[src/hdl/smc_host_pkg.sv]
package smc_host_pkg;

  // --------------------------------------------------
  // host address space
  // --------------------------------------------------

  // byte address, 4 KiB device
  localparam int ADDR_W = 12;

  // --------------------------------------------------
  // external cycle timing, in sys_clk cycles
  // --------------------------------------------------

  localparam int SETUP_CYCLES  = 1;
  localparam int STROBE_CYCLES = 2;
  localparam int HOLD_CYCLES   = 1;

  // whole transfer, n_cs low and busy high
  localparam int CYCLE_LEN = SETUP_CYCLES + STROBE_CYCLES + HOLD_CYCLES;

  // phase down-counter, wide enough for the longest phase
  localparam int PHASE_CNT_W = 2;

  // transfer size
  typedef enum logic [1:0] {
    SZ_BYTE = 2'd0,
    SZ_HALF = 2'd1,
    SZ_WORD = 2'd2
  } smc_size_t;

  // one host transfer
  typedef struct packed {
    logic [ADDR_W-1:0] addr;
    logic              write;
    smc_size_t         size;
    logic [31:0]       wdata;
  } smc_req_t;

  // read result, zero-extended
  typedef struct packed {
    logic [31:0] rdata;
    logic        ok;
  } smc_rsp_t;

endpackage

[src/hdl/smc_bus_pkg.sv]
package smc_bus_pkg;

  // --------------------------------------------------
  // external device bus
  // --------------------------------------------------

  localparam int LANES  = 4;
  localparam int DATA_W = 32;

  // word address, byte address minus the lane bits
  localparam int MEM_ADDR_W = smc_host_pkg::ADDR_W - 2;

  // sequencer phases, shared by decode and checker
  typedef enum logic [1:0] {
    PH_IDLE   = 2'd0,
    PH_SETUP  = 2'd1,
    PH_STROBE = 2'd2,
    PH_HOLD   = 2'd3
  } smc_phase_t;

  // everything driven towards the device
  // all strobes active low
  typedef struct packed {
    logic [MEM_ADDR_W-1:0] addr;
    logic [DATA_W-1:0]     wdata;
    logic                  drive;
    logic                  n_cs;
    logic                  n_oe;
    logic [LANES-1:0]      n_we;
    logic                  n_wr;
  } smc_bus_out_t;

endpackage

[src/hdl/smc_state_lite.sv]
module smc_state_lite
  import smc_host_pkg::*, smc_bus_pkg::*;
(
  input  logic       sys_clk,
  input  logic       reset,
  input  logic       req_valid,
  input  smc_req_t   req,
  output smc_phase_t phase,
  output smc_req_t   cur_req,
  output logic       r_full,
  output logic       sample,
  output logic       busy,
  output logic       done
);

  // cycles left in the current phase, counts down to zero
  logic [PHASE_CNT_W-1:0] phase_cnt;
  logic                   accept;
  logic                   phase_last;

  // only taken while idle, strobes during a transfer are dropped
  assign accept     = req_valid && (phase == PH_IDLE);
  assign phase_last = (phase_cnt == '0);

  // --------------------------------------------------
  // phase walk
  // --------------------------------------------------

  always_ff @(posedge sys_clk)
  begin
    if (reset)
    begin
      phase     <= PH_IDLE;
      phase_cnt <= '0;
    end
    else
    begin
      case (phase)
        PH_IDLE:
        begin
          if (accept)
          begin
            phase     <= PH_SETUP;
            phase_cnt <= PHASE_CNT_W'(SETUP_CYCLES - 1);
          end
        end
        PH_SETUP:
        begin
          if (phase_last)
          begin
            phase     <= PH_STROBE;
            phase_cnt <= PHASE_CNT_W'(STROBE_CYCLES - 1);
          end
          else
            phase_cnt <= phase_cnt - 1'b1;
        end
        PH_STROBE:
        begin
          if (phase_last)
          begin
            phase     <= PH_HOLD;
            phase_cnt <= PHASE_CNT_W'(HOLD_CYCLES - 1);
          end
          else
            phase_cnt <= phase_cnt - 1'b1;
        end
        default:
        begin
          // hold, back to idle after the last cycle
          if (phase_last)
            phase <= PH_IDLE;
          else
            phase_cnt <= phase_cnt - 1'b1;
        end
      endcase
    end
  end

  // request payload, kept for the whole transfer
  always_ff @(posedge sys_clk)
  begin
    if (accept)
      cur_req <= req;
  end

  // --------------------------------------------------
  // status and timing strobes
  // --------------------------------------------------

  assign busy = (phase != PH_IDLE);
  assign done = (phase == PH_HOLD) && phase_last;

  // last strobe cycle of a read, data is stable on the bus here
  assign sample = (phase == PH_STROBE) && phase_last && !cur_req.write;

  // write window one cycle early
  // the gating register moves it into the strobe phase
  assign r_full = cur_req.write &&
                  (((phase == PH_SETUP) && phase_last) ||
                   ((phase == PH_STROBE) && !phase_last));

endmodule

[src/hdl/smc_strobe_lite.sv]
module smc_strobe_lite
  import smc_host_pkg::*, smc_bus_pkg::*;
(
  input  smc_phase_t        phase,
  input  smc_req_t          cur_req,
  output logic [LANES-1:0]  lane_mask,
  output logic [LANES-1:0]  n_r_we,
  output logic              n_r_wr,
  output logic              n_oe,
  output logic              n_cs,
  output logic [DATA_W-1:0] wdata_lanes
);

  logic       active;
  logic       wr_active;
  logic       rd_active;
  logic [1:0] lane_sel;

  assign lane_sel = cur_req.addr[1:0];

  // --------------------------------------------------
  // lane selection
  // --------------------------------------------------

  // little-endian lanes, lane 0 is bits 7:0
  always_comb
  begin
    case (cur_req.size)
      SZ_BYTE:
        lane_mask = LANES'(1) << lane_sel;
      SZ_HALF:
        // halfwords sit on even addresses, bit 1 picks the pair
        lane_mask = lane_sel[1] ? 4'b1100 : 4'b0011;
      default:
        lane_mask = '1;
    endcase
  end

  // write data copied onto every lane it may land on
  always_comb
  begin
    case (cur_req.size)
      SZ_BYTE:
        wdata_lanes = {4{cur_req.wdata[7:0]}};
      SZ_HALF:
        wdata_lanes = {2{cur_req.wdata[15:0]}};
      default:
        wdata_lanes = cur_req.wdata;
    endcase
  end

  // --------------------------------------------------
  // raw strobes, active low
  // --------------------------------------------------

  assign active    = (phase != PH_IDLE);
  assign wr_active = active && cur_req.write;

  // setup and strobe only, released for hold
  assign rd_active = !cur_req.write && ((phase == PH_SETUP) || (phase == PH_STROBE));

  // chip select spans the whole transfer
  assign n_cs = !active;
  assign n_oe = !rd_active;

  // raw write strobes cover every busy write phase
  // narrowed to the strobe window later
  assign n_r_we = wr_active ? ~lane_mask : '1;
  assign n_r_wr = !wr_active;

endmodule

[src/hdl/smc_wr_enable_lite.sv]
module smc_wr_enable_lite
  import smc_host_pkg::*, smc_bus_pkg::*;
(
  input  logic             sys_clk,
  input  logic             reset,
  input  logic             r_full,
  input  logic [LANES-1:0] n_r_we,
  input  logic             n_r_wr,
  input  logic             wr_cycle,
  output logic [LANES-1:0] smc_n_we,
  output logic             smc_n_wr,
  output logic             smc_drive
);

  // cycles of drive left after the current one
  logic [$clog2(CYCLE_LEN)-1:0] drive_cnt;

  // --------------------------------------------------
  // gated write strobes
  // --------------------------------------------------

  // lanes held high outside the full-cycle window
  // registered so decode hazards never reach the pins
  always_ff @(posedge sys_clk)
  begin
    if (reset)
    begin
      smc_n_we <= '1;
      smc_n_wr <= 1'b1;
    end
    else
    begin
      smc_n_we <= n_r_we | {LANES{~r_full}};
      smc_n_wr <= n_r_wr | ~r_full;
    end
  end

  // --------------------------------------------------
  // data bus drive
  // --------------------------------------------------

  // wr_cycle marks a write being taken, drive then runs the full cycle
  always_ff @(posedge sys_clk)
  begin
    if (reset)
    begin
      smc_drive <= 1'b0;
      drive_cnt <= '0;
    end
    else if (wr_cycle)
    begin
      smc_drive <= 1'b1;
      drive_cnt <= $bits(drive_cnt)'(CYCLE_LEN - 1);
    end
    else if (smc_drive)
    begin
      if (drive_cnt == '0)
        smc_drive <= 1'b0;
      else
        drive_cnt <= drive_cnt - 1'b1;
    end
  end

endmodule

[src/hdl/smc_rdata_lite.sv]
module smc_rdata_lite
  import smc_host_pkg::*, smc_bus_pkg::*;
(
  input  logic              sys_clk,
  input  logic              reset,
  input  logic              sample,
  input  smc_req_t          cur_req,
  input  logic [DATA_W-1:0] mem_rdata,
  output smc_rsp_t          rsp
);

  logic [DATA_W-1:0] shifted;
  logic [DATA_W-1:0] aligned;

  // --------------------------------------------------
  // lane alignment
  // --------------------------------------------------

  // addressed lane moved down to bit 0
  assign shifted = mem_rdata >> {cur_req.addr[1:0], 3'b000};

  // zero-extend by size
  always_comb
  begin
    case (cur_req.size)
      SZ_BYTE:
        aligned = {24'd0, shifted[7:0]};
      SZ_HALF:
        aligned = {16'd0, shifted[15:0]};
      default:
        aligned = mem_rdata;
    endcase
  end

  // data word, held until the next read
  always_ff @(posedge sys_clk)
  begin
    if (sample)
      rsp.rdata <= aligned;
  end

  // done marker, set by the first read
  always_ff @(posedge sys_clk)
  begin
    if (reset)
      rsp.ok <= 1'b0;
    else if (sample)
      rsp.ok <= 1'b1;
  end

endmodule

[src/hdl/smc_lite.sv]
module smc_lite
  import smc_host_pkg::*, smc_bus_pkg::*;
(
  input  logic              sys_clk,
  input  logic              reset,
  input  logic              req_valid,
  input  smc_req_t          req,
  output logic              busy,
  output logic              done,
  output smc_rsp_t          rsp,
  output smc_bus_out_t      bus,
  input  logic [DATA_W-1:0] mem_rdata
);

  smc_phase_t        phase;
  smc_req_t          cur_req;
  logic              r_full;
  logic              sample;
  logic              wr_start;
  logic [LANES-1:0]  lane_mask;
  logic [LANES-1:0]  n_r_we;
  logic              n_r_wr;
  logic [DATA_W-1:0] wdata_lanes;

  // write taken this cycle, starts the drive window
  assign wr_start = req_valid && !busy && req.write;

  // --------------------------------------------------
  // sequencer and decode
  // --------------------------------------------------

  smc_state_lite i_state (
    .sys_clk   (sys_clk),
    .reset     (reset),
    .req_valid (req_valid),
    .req       (req),
    .phase     (phase),
    .cur_req   (cur_req),
    .r_full    (r_full),
    .sample    (sample),
    .busy      (busy),
    .done      (done)
  );

  smc_strobe_lite i_strobe (
    .phase       (phase),
    .cur_req     (cur_req),
    .lane_mask   (lane_mask),
    .n_r_we      (n_r_we),
    .n_r_wr      (n_r_wr),
    .n_oe        (bus.n_oe),
    .n_cs        (bus.n_cs),
    .wdata_lanes (wdata_lanes)
  );

  // --------------------------------------------------
  // pin stages
  // --------------------------------------------------

  smc_wr_enable_lite i_wr_enable (
    .sys_clk   (sys_clk),
    .reset     (reset),
    .r_full    (r_full),
    .n_r_we    (n_r_we),
    .n_r_wr    (n_r_wr),
    .wr_cycle  (wr_start),
    .smc_n_we  (bus.n_we),
    .smc_n_wr  (bus.n_wr),
    .smc_drive (bus.drive)
  );

  smc_rdata_lite i_rdata (
    .sys_clk   (sys_clk),
    .reset     (reset),
    .sample    (sample),
    .cur_req   (cur_req),
    .mem_rdata (mem_rdata),
    .rsp       (rsp)
  );

  // word address and lane data straight from the held request
  assign bus.addr  = cur_req.addr[ADDR_W-1:2];
  assign bus.wdata = wdata_lanes;

endmodule

[config.mk]
export PLATFORM = sky130hd
export DESIGN_NAME = smc_lite
export DESIGN_NICKNAME = d
export VERILOG_FILES = /design/src/hdl/smc_host_pkg.sv /design/src/hdl/smc_bus_pkg.sv /design/src/hdl/smc_state_lite.sv /design/src/hdl/smc_strobe_lite.sv /design/src/hdl/smc_wr_enable_lite.sv /design/src/hdl/smc_rdata_lite.sv /design/src/hdl/smc_lite.sv
export SDC_FILE = /design/constraint.sdc
export NUM_CORES = 1
export LEC_CHECK = 0
export ABC_AREA = 1
export BUFFER_PORTS_ARGS = -buffer_cell sky130_fd_sc_hd__buf_4
export CAP_MARGIN = 30
export CORE_ASPECT_RATIO = 0.9
export CORE_MARGIN = 3
export CORE_UTILIZATION = 40
export CTS_CLUSTER_DIAMETER = 30
export DETAILED_ROUTE_END_ITERATION = 6
export PLACE_DENSITY = 0.67
export SKIP_CTS_REPAIR_TIMING = 1
export SYNTH_ARGS = -nofsm -noshare
export SYNTH_HDL_FRONTEND = slang
export SYNTH_HIERARCHICAL = 1
export SYNTH_SLANG_ARGS = --single-unit
[constraint.sdc]
create_clock -name sys_clk -period 2.9 [get_ports sys_clk]
set_input_delay 0 -clock sys_clk [delete_from_list [all_inputs] [get_ports sys_clk]]
set_output_delay 0 -clock sys_clk [all_outputs]
set_load 0.02 [all_outputs]
[Yosys cells after proc, flatten, opt, wreduce, memory -nomap -nowiden]
Cells that the tools add are included.
Storage, ports and cells
  register bits: 92
  output and inout bits: 85
  logic and storage cells: 78
Operators by class
  add/subtract/negate cells: 2
  eq/ne operators: 9
  shift-type cells: 2
  multiplexer cells: 21
  bitwise gates (word level): 4
  reductions and logical operators: 28
Operators by type and width (count)
  32-bit case mux with 2 select lines: 2
  32-bit by 5-bit right shift with 16-bit output: 1
  2-bit 2-to-1 mux: 11
  2-bit case mux with 3 select lines: 2
  1-bit logical AND: 11
  2-bit zero test: 4
  4-bit 2-to-1 mux: 2
  2-bit by 1-bit inequality test with 1-bit output (second input constant): 4
  4-bit case mux with 2 select lines: 1
  2-bit nonzero test: 3
  1-bit zero test: 5
  2-bit by 1-bit equality test with 1-bit output (second input constant): 2
  2-bit equality test (second input constant): 2
  4-bit inequality test (second input constant): 1
  4-bit inverter: 1
  4-bit OR: 1
  2-bit AND reduction: 2
  4-bit AND reduction: 1
  1-bit by 2-bit << shifter with 4-bit output (first input constant): 1
  2-bit by 1-bit subtractor with 2-bit output (second input constant): 2
  1-bit 2-to-1 mux: 3
  1-bit logical OR: 2
  1-bit inverter: 1
  1-bit OR: 1

[Logic depth before layout (Yosys ltp)]
  word-level depth: 7
  mapped depth: 9

[Cells and area by module]
The synthesis kept the hierarchy.
Modules (own cells, without submodules)
  smc_state_lite: instances 1, cells an instance 114, area each 1859.3 µm², seq. area each 1491.4 µm²
  smc_rdata_lite: instances 1, cells an instance 234, area each 1806.7 µm², seq. area each 980.9 µm²
  smc_strobe_lite: instances 1, cells an instance 111, area each 624.3 µm², seq. area each 0.0 µm²
  smc_wr_enable_lite: instances 1, cells an instance 38, area each 287.8 µm², seq. area each 160.2 µm²
  smc_lite: instances 1, cells an instance 2, area each 10.0 µm², seq. area each 0.0 µm²

[Worst setup path before layout]
No wires, ideal clock.
  path type: reg-to-reg
  from: register i_state.phase[0]
  to: register, netlist name i_rdata/rsp[10]
  library setup time: 423 ps
  arrival: 2083 ps
  required time: 2477 ps
  setup slack: 394 ps
  cell stages (with the launch flop): 5
  period minus slack after synthesis: 2506 ps
  path through: dfxtp_1 -> inv_1 -> ha_1 -> nand2_1 -> nor2_1
On the way
  word-level cells in the longest chain between the ends: 3
Ends and longest elaborated chain
  from (decl): RTL line smc_state_lite.sv:8  | output smc_phase_t phase,
  from (signal assigned): RTL line smc_state_lite.sv:33  | phase <= PH_IDLE;
  from (signal assigned): RTL line smc_state_lite.sv:43  | phase <= PH_SETUP;
  from (signal assigned): RTL line smc_state_lite.sv:51  | phase <= PH_STROBE;
  2-bit equality test: RTL line smc_state_lite.sv:94  | assign sample = (phase == PH_STROBE) && phase_last && !cur_req.write;
  1-bit logical AND (2 in a row): RTL line smc_state_lite.sv:94
  net sample: RTL line smc_lite.sv:18  | logic sample;
The timed path passes the listed nets, and every way through them passes these cells.
A chain may end at the register's enable or synchronous reset.

==> summary.md <==
## Run status
- **outcome** finished clean

## Synthesis
- **Mapped Nets** 594
- **Synth async-reset ratio** 0%
- **count of state elements after synthesis** 92
- **unique cell type count in the Yosys netlist** 24
- **cell area after synthesis** 4590 µm²
- **fraction of the yosys area taken by sequential cells** 57.4%
- **gate count of the mapped netlist** 499
- **largest area contributor in the netlist** edfxtp_1
- **area fraction of the dominant cell type after synthesis** 51.7%
- **average size of a mapped cell** 9.19 µm²
- **number of enable flip-flop cells after synthesis** 79
- **most common flop cell mapped by yosys** edfxtp_1
- **count of warnings emitted by yosys** 6
- **cells taking the most area after synthesis** edfxtp_1 52%, nand2_1 18%, dfxtp_1 5.7%
- **count leader, synth** nand2_1
- **top post-synthesis cells by count** 214 x nand2_1, 79 x edfxtp_1, 65 x inv_1

## Setup path
- **worst-path maximum fanout** 51
- **buffers and inverters on the worst path** 3
- **stage delay of the slowest cell on the critical path** 0.46 ns
- **setup slack on the worst flop-to-flop path** 1.14 ns
- **nature of the critical path endpoint** output port
- **cell with the biggest individual delay on the critical path** buf_4
- **Cell Chain, Critical Path** buf_4 > inv_2 > nand3_2 > nand3_2 > buf_4
- **launching element type of the critical path** flip-flop
- **CP Data Arrival Time** 1.91 ns
- **data required time of the worst path** 2.90 ns
- **top cell family by delay on the critical path** buffers and inverters
- **category of the critical setup timing path** reg2out

## GRT
- **largest net degree at the start of global routing** 52
- **initial antenna violation count** 0
- **global-route wire length before repair** 18700 µm
- **via count of the first global-routing pass** 3852
- **GR Util All Layers** 18.5%
- **grt total ovfl** 0

## Power and ir drop
- **ratio of total power to cell area** 696 nW/µm²
- **IR Drop Worst-Case VDD** 0.450 mV
- **leakage power of the design** 0.00343 µW

## Cells and area
- **signed area change from the synthesized netlist to the final layout** 52.5%
- **diodes inserted** 0
- **share of final-layout standard cells stronger than drive strength 1** 30.5%
- **fin nets** 834

## STA
- **Hold Vio Cnt, Final** 0
- **Max Clock Freq** 525 MHz
- **relative slew slack** 61.1%
- **measured slew at the worst slew-check pin** 0.584 ns
- **number of pins with negative max-slew slack in the final report** 0
- **setup clock skew after layout** 0.00522 ns
- **final setup violating endpoints** 0
- **Hold Slack** 0.0927 ns
- **setup repair after global routing missed its margin** no
- **final critical-path share of the clock period** 65.7%
- **setup TNS** 0 ns
- **Tmin final** 1.91 ns

## Floorplanning
- **floorplan core area** 11000 µm²
- **number of ports placed on the die boundary** 167
- **initial core utilization** 41.7%
- **Vert. Die Dim** 108 µm
- **horizontal die dimension** 119 µm
- **Die ar.** 12800 µm²
- **number of placement rows** 36

## Detailed routing
- **DRC violations left** 0
- **number of DRC violations after detailed-routing iteration 0** 201
- **total via count in the routed design** 4096
- **drt via density** 4.57
- **Post-DRT Antenna Nets** 0
- **Met2 Wirelength** 6660 µm
- **detailed-routing wirelength on met1** 5080 µm
- **wire length reported by the detailed router** 12900 µm
- **highest metal layer with signal wires** met4
- **met3 wire length** 867 µm
- **mean routed wirelength per cell** 14.4 µm
- **length of the first detailed-routing pass in iterations** 7

## Clock tree
- **CTS sink count** 92
- **number of buffers on the longest clock path** 2
- **H-tree depth** 3
- **clock tree from TritonCTS** done
- **clock slew at the register clock pins of the worst setup and hold paths** 0.07 ns
- **clock root cell** clkbuf_16
- **Num CTS Buffers** 9
- **clock latency on the worst-skew pair** 0.34 ns

## Placement
- **Port Buffers** 166
- **HPWL Detailed** 8660 µm
- **placer's final routability congestion estimate** 0.881

## Flow run
- **max capacitance violation total** 0

## Min path
- **Tightest Hold Check Type** in2reg

[state kept, by name, summed over array words and instances (netlist names)]
name	count
i_rdata/rsp	33
i_state/cur_req	47
i_state/phase	2
i_state/phase_cnt	2
i_wr_enable/drive_cnt	2
i_wr_enable/smc_drive	1
i_wr_enable/smc_n_we	4
i_wr_enable/smc_n_wr	1
[cell families after synthesis]
kind of cell / Yosys count / share of synthesized area, %
adder cells (fa/ha/maj): 13 / 3.55
AO/OA/AOI/OAI: 18 / 2.05
AND/OR/NAND/NOR: 282 / 27.2
buffers and inverters: 94 / 9.84
flip-flops: 92 / 57.4
[layout make-up]
class	count	area (µm²)
Sequential cell	92	2630
Multi-Input combinational cell	313	1510
Timing Repair Buffer	251	2080
Clock buffer	9	225
Fill cell	870	3990
Clock inverter	7	87.6
Tap cell	152	190
Inverter	72	270
[worst paths after layout]
path / from / to / cells past startpoint
hold / removal: req_valid / i_wr_enable/smc_drive$_SDFF_PP0_ / 5
hold reg to reg: i_wr_enable/drive_cnt[1]$_SDFFE_PP0P_ / i_wr_enable/drive_cnt[1]$_SDFFE_PP0P_ / 2
setup / recovery: i_state/cur_req[33]$_DFFE_PP_ / bus[35] / 5
setup reg to reg: i_state/phase[0]$_SDFFE_PP0P_ / i_state/cur_req[37]$_DFFE_PP_ / 5
[layout by cell type (no fill, tap or decap), types with 4 or more instances in the layout]
| cell type | count |
|---|---|
| edfxtp_1 | 79 |
| inv_2 | 8 |
| inv_1 | 64 |
| nand2_1 | 214 |
| a21oi_1 | 4 |
| clkbuf_16 | 9 |
| ha_1 | 13 |
| nand3_2 | 16 |
| nor2_2 | 6 |
| o21ai_1 | 10 |
| nand3_1 | 21 |
| buf_4 | 171 |
| dlygate4sd3_1 | 80 |
| nand2_2 | 4 |
| nor2_1 | 14 |
| dfxtp_1 | 13 |
[where the power goes]
group          total, µW  switching, µW  internal, µW
Clock               1240            544           692
Combinational       1800           1090           703
Sequential          1840            119          1720
Total               4870           1760          3110
[per-layer routing]
metal  vias to the layer above  global-route usage, %
li1                       2032                      -
met1                      1885                   21.6
met2                       153                   32.7
met3                        26                   5.68
met4                         0                   5.87
met5                         -                      0
[tightest hold or removal path, stage by stage]
cell	delay [ns]
buf_4	0.13
nand2_1	0.07
nor2_2	0.05
inv_2	0.08
a21oi_1	0.07
[metrics by stage]
step / power, µW / utilization [%] / setup slack [ns] / instance area [µm²] / instances
after global routing: 5160 / 63.7 / 0.829 / 7000 / 896
after detailed placement: 3560 / 53.5 / 1.14 / 5880 / 800
after floorplan: 2970 / - / 0.394 / 4590 / 499
after global placement: 3520 / 53.5 / 1.23 / 5880 / 800
final: 4870 / 63.7 / 0.994 / 7000 / 896
after CTS: 4810 / 56.4 / 0.963 / 6200 / 816
Power figures use the tool's default switching activity.
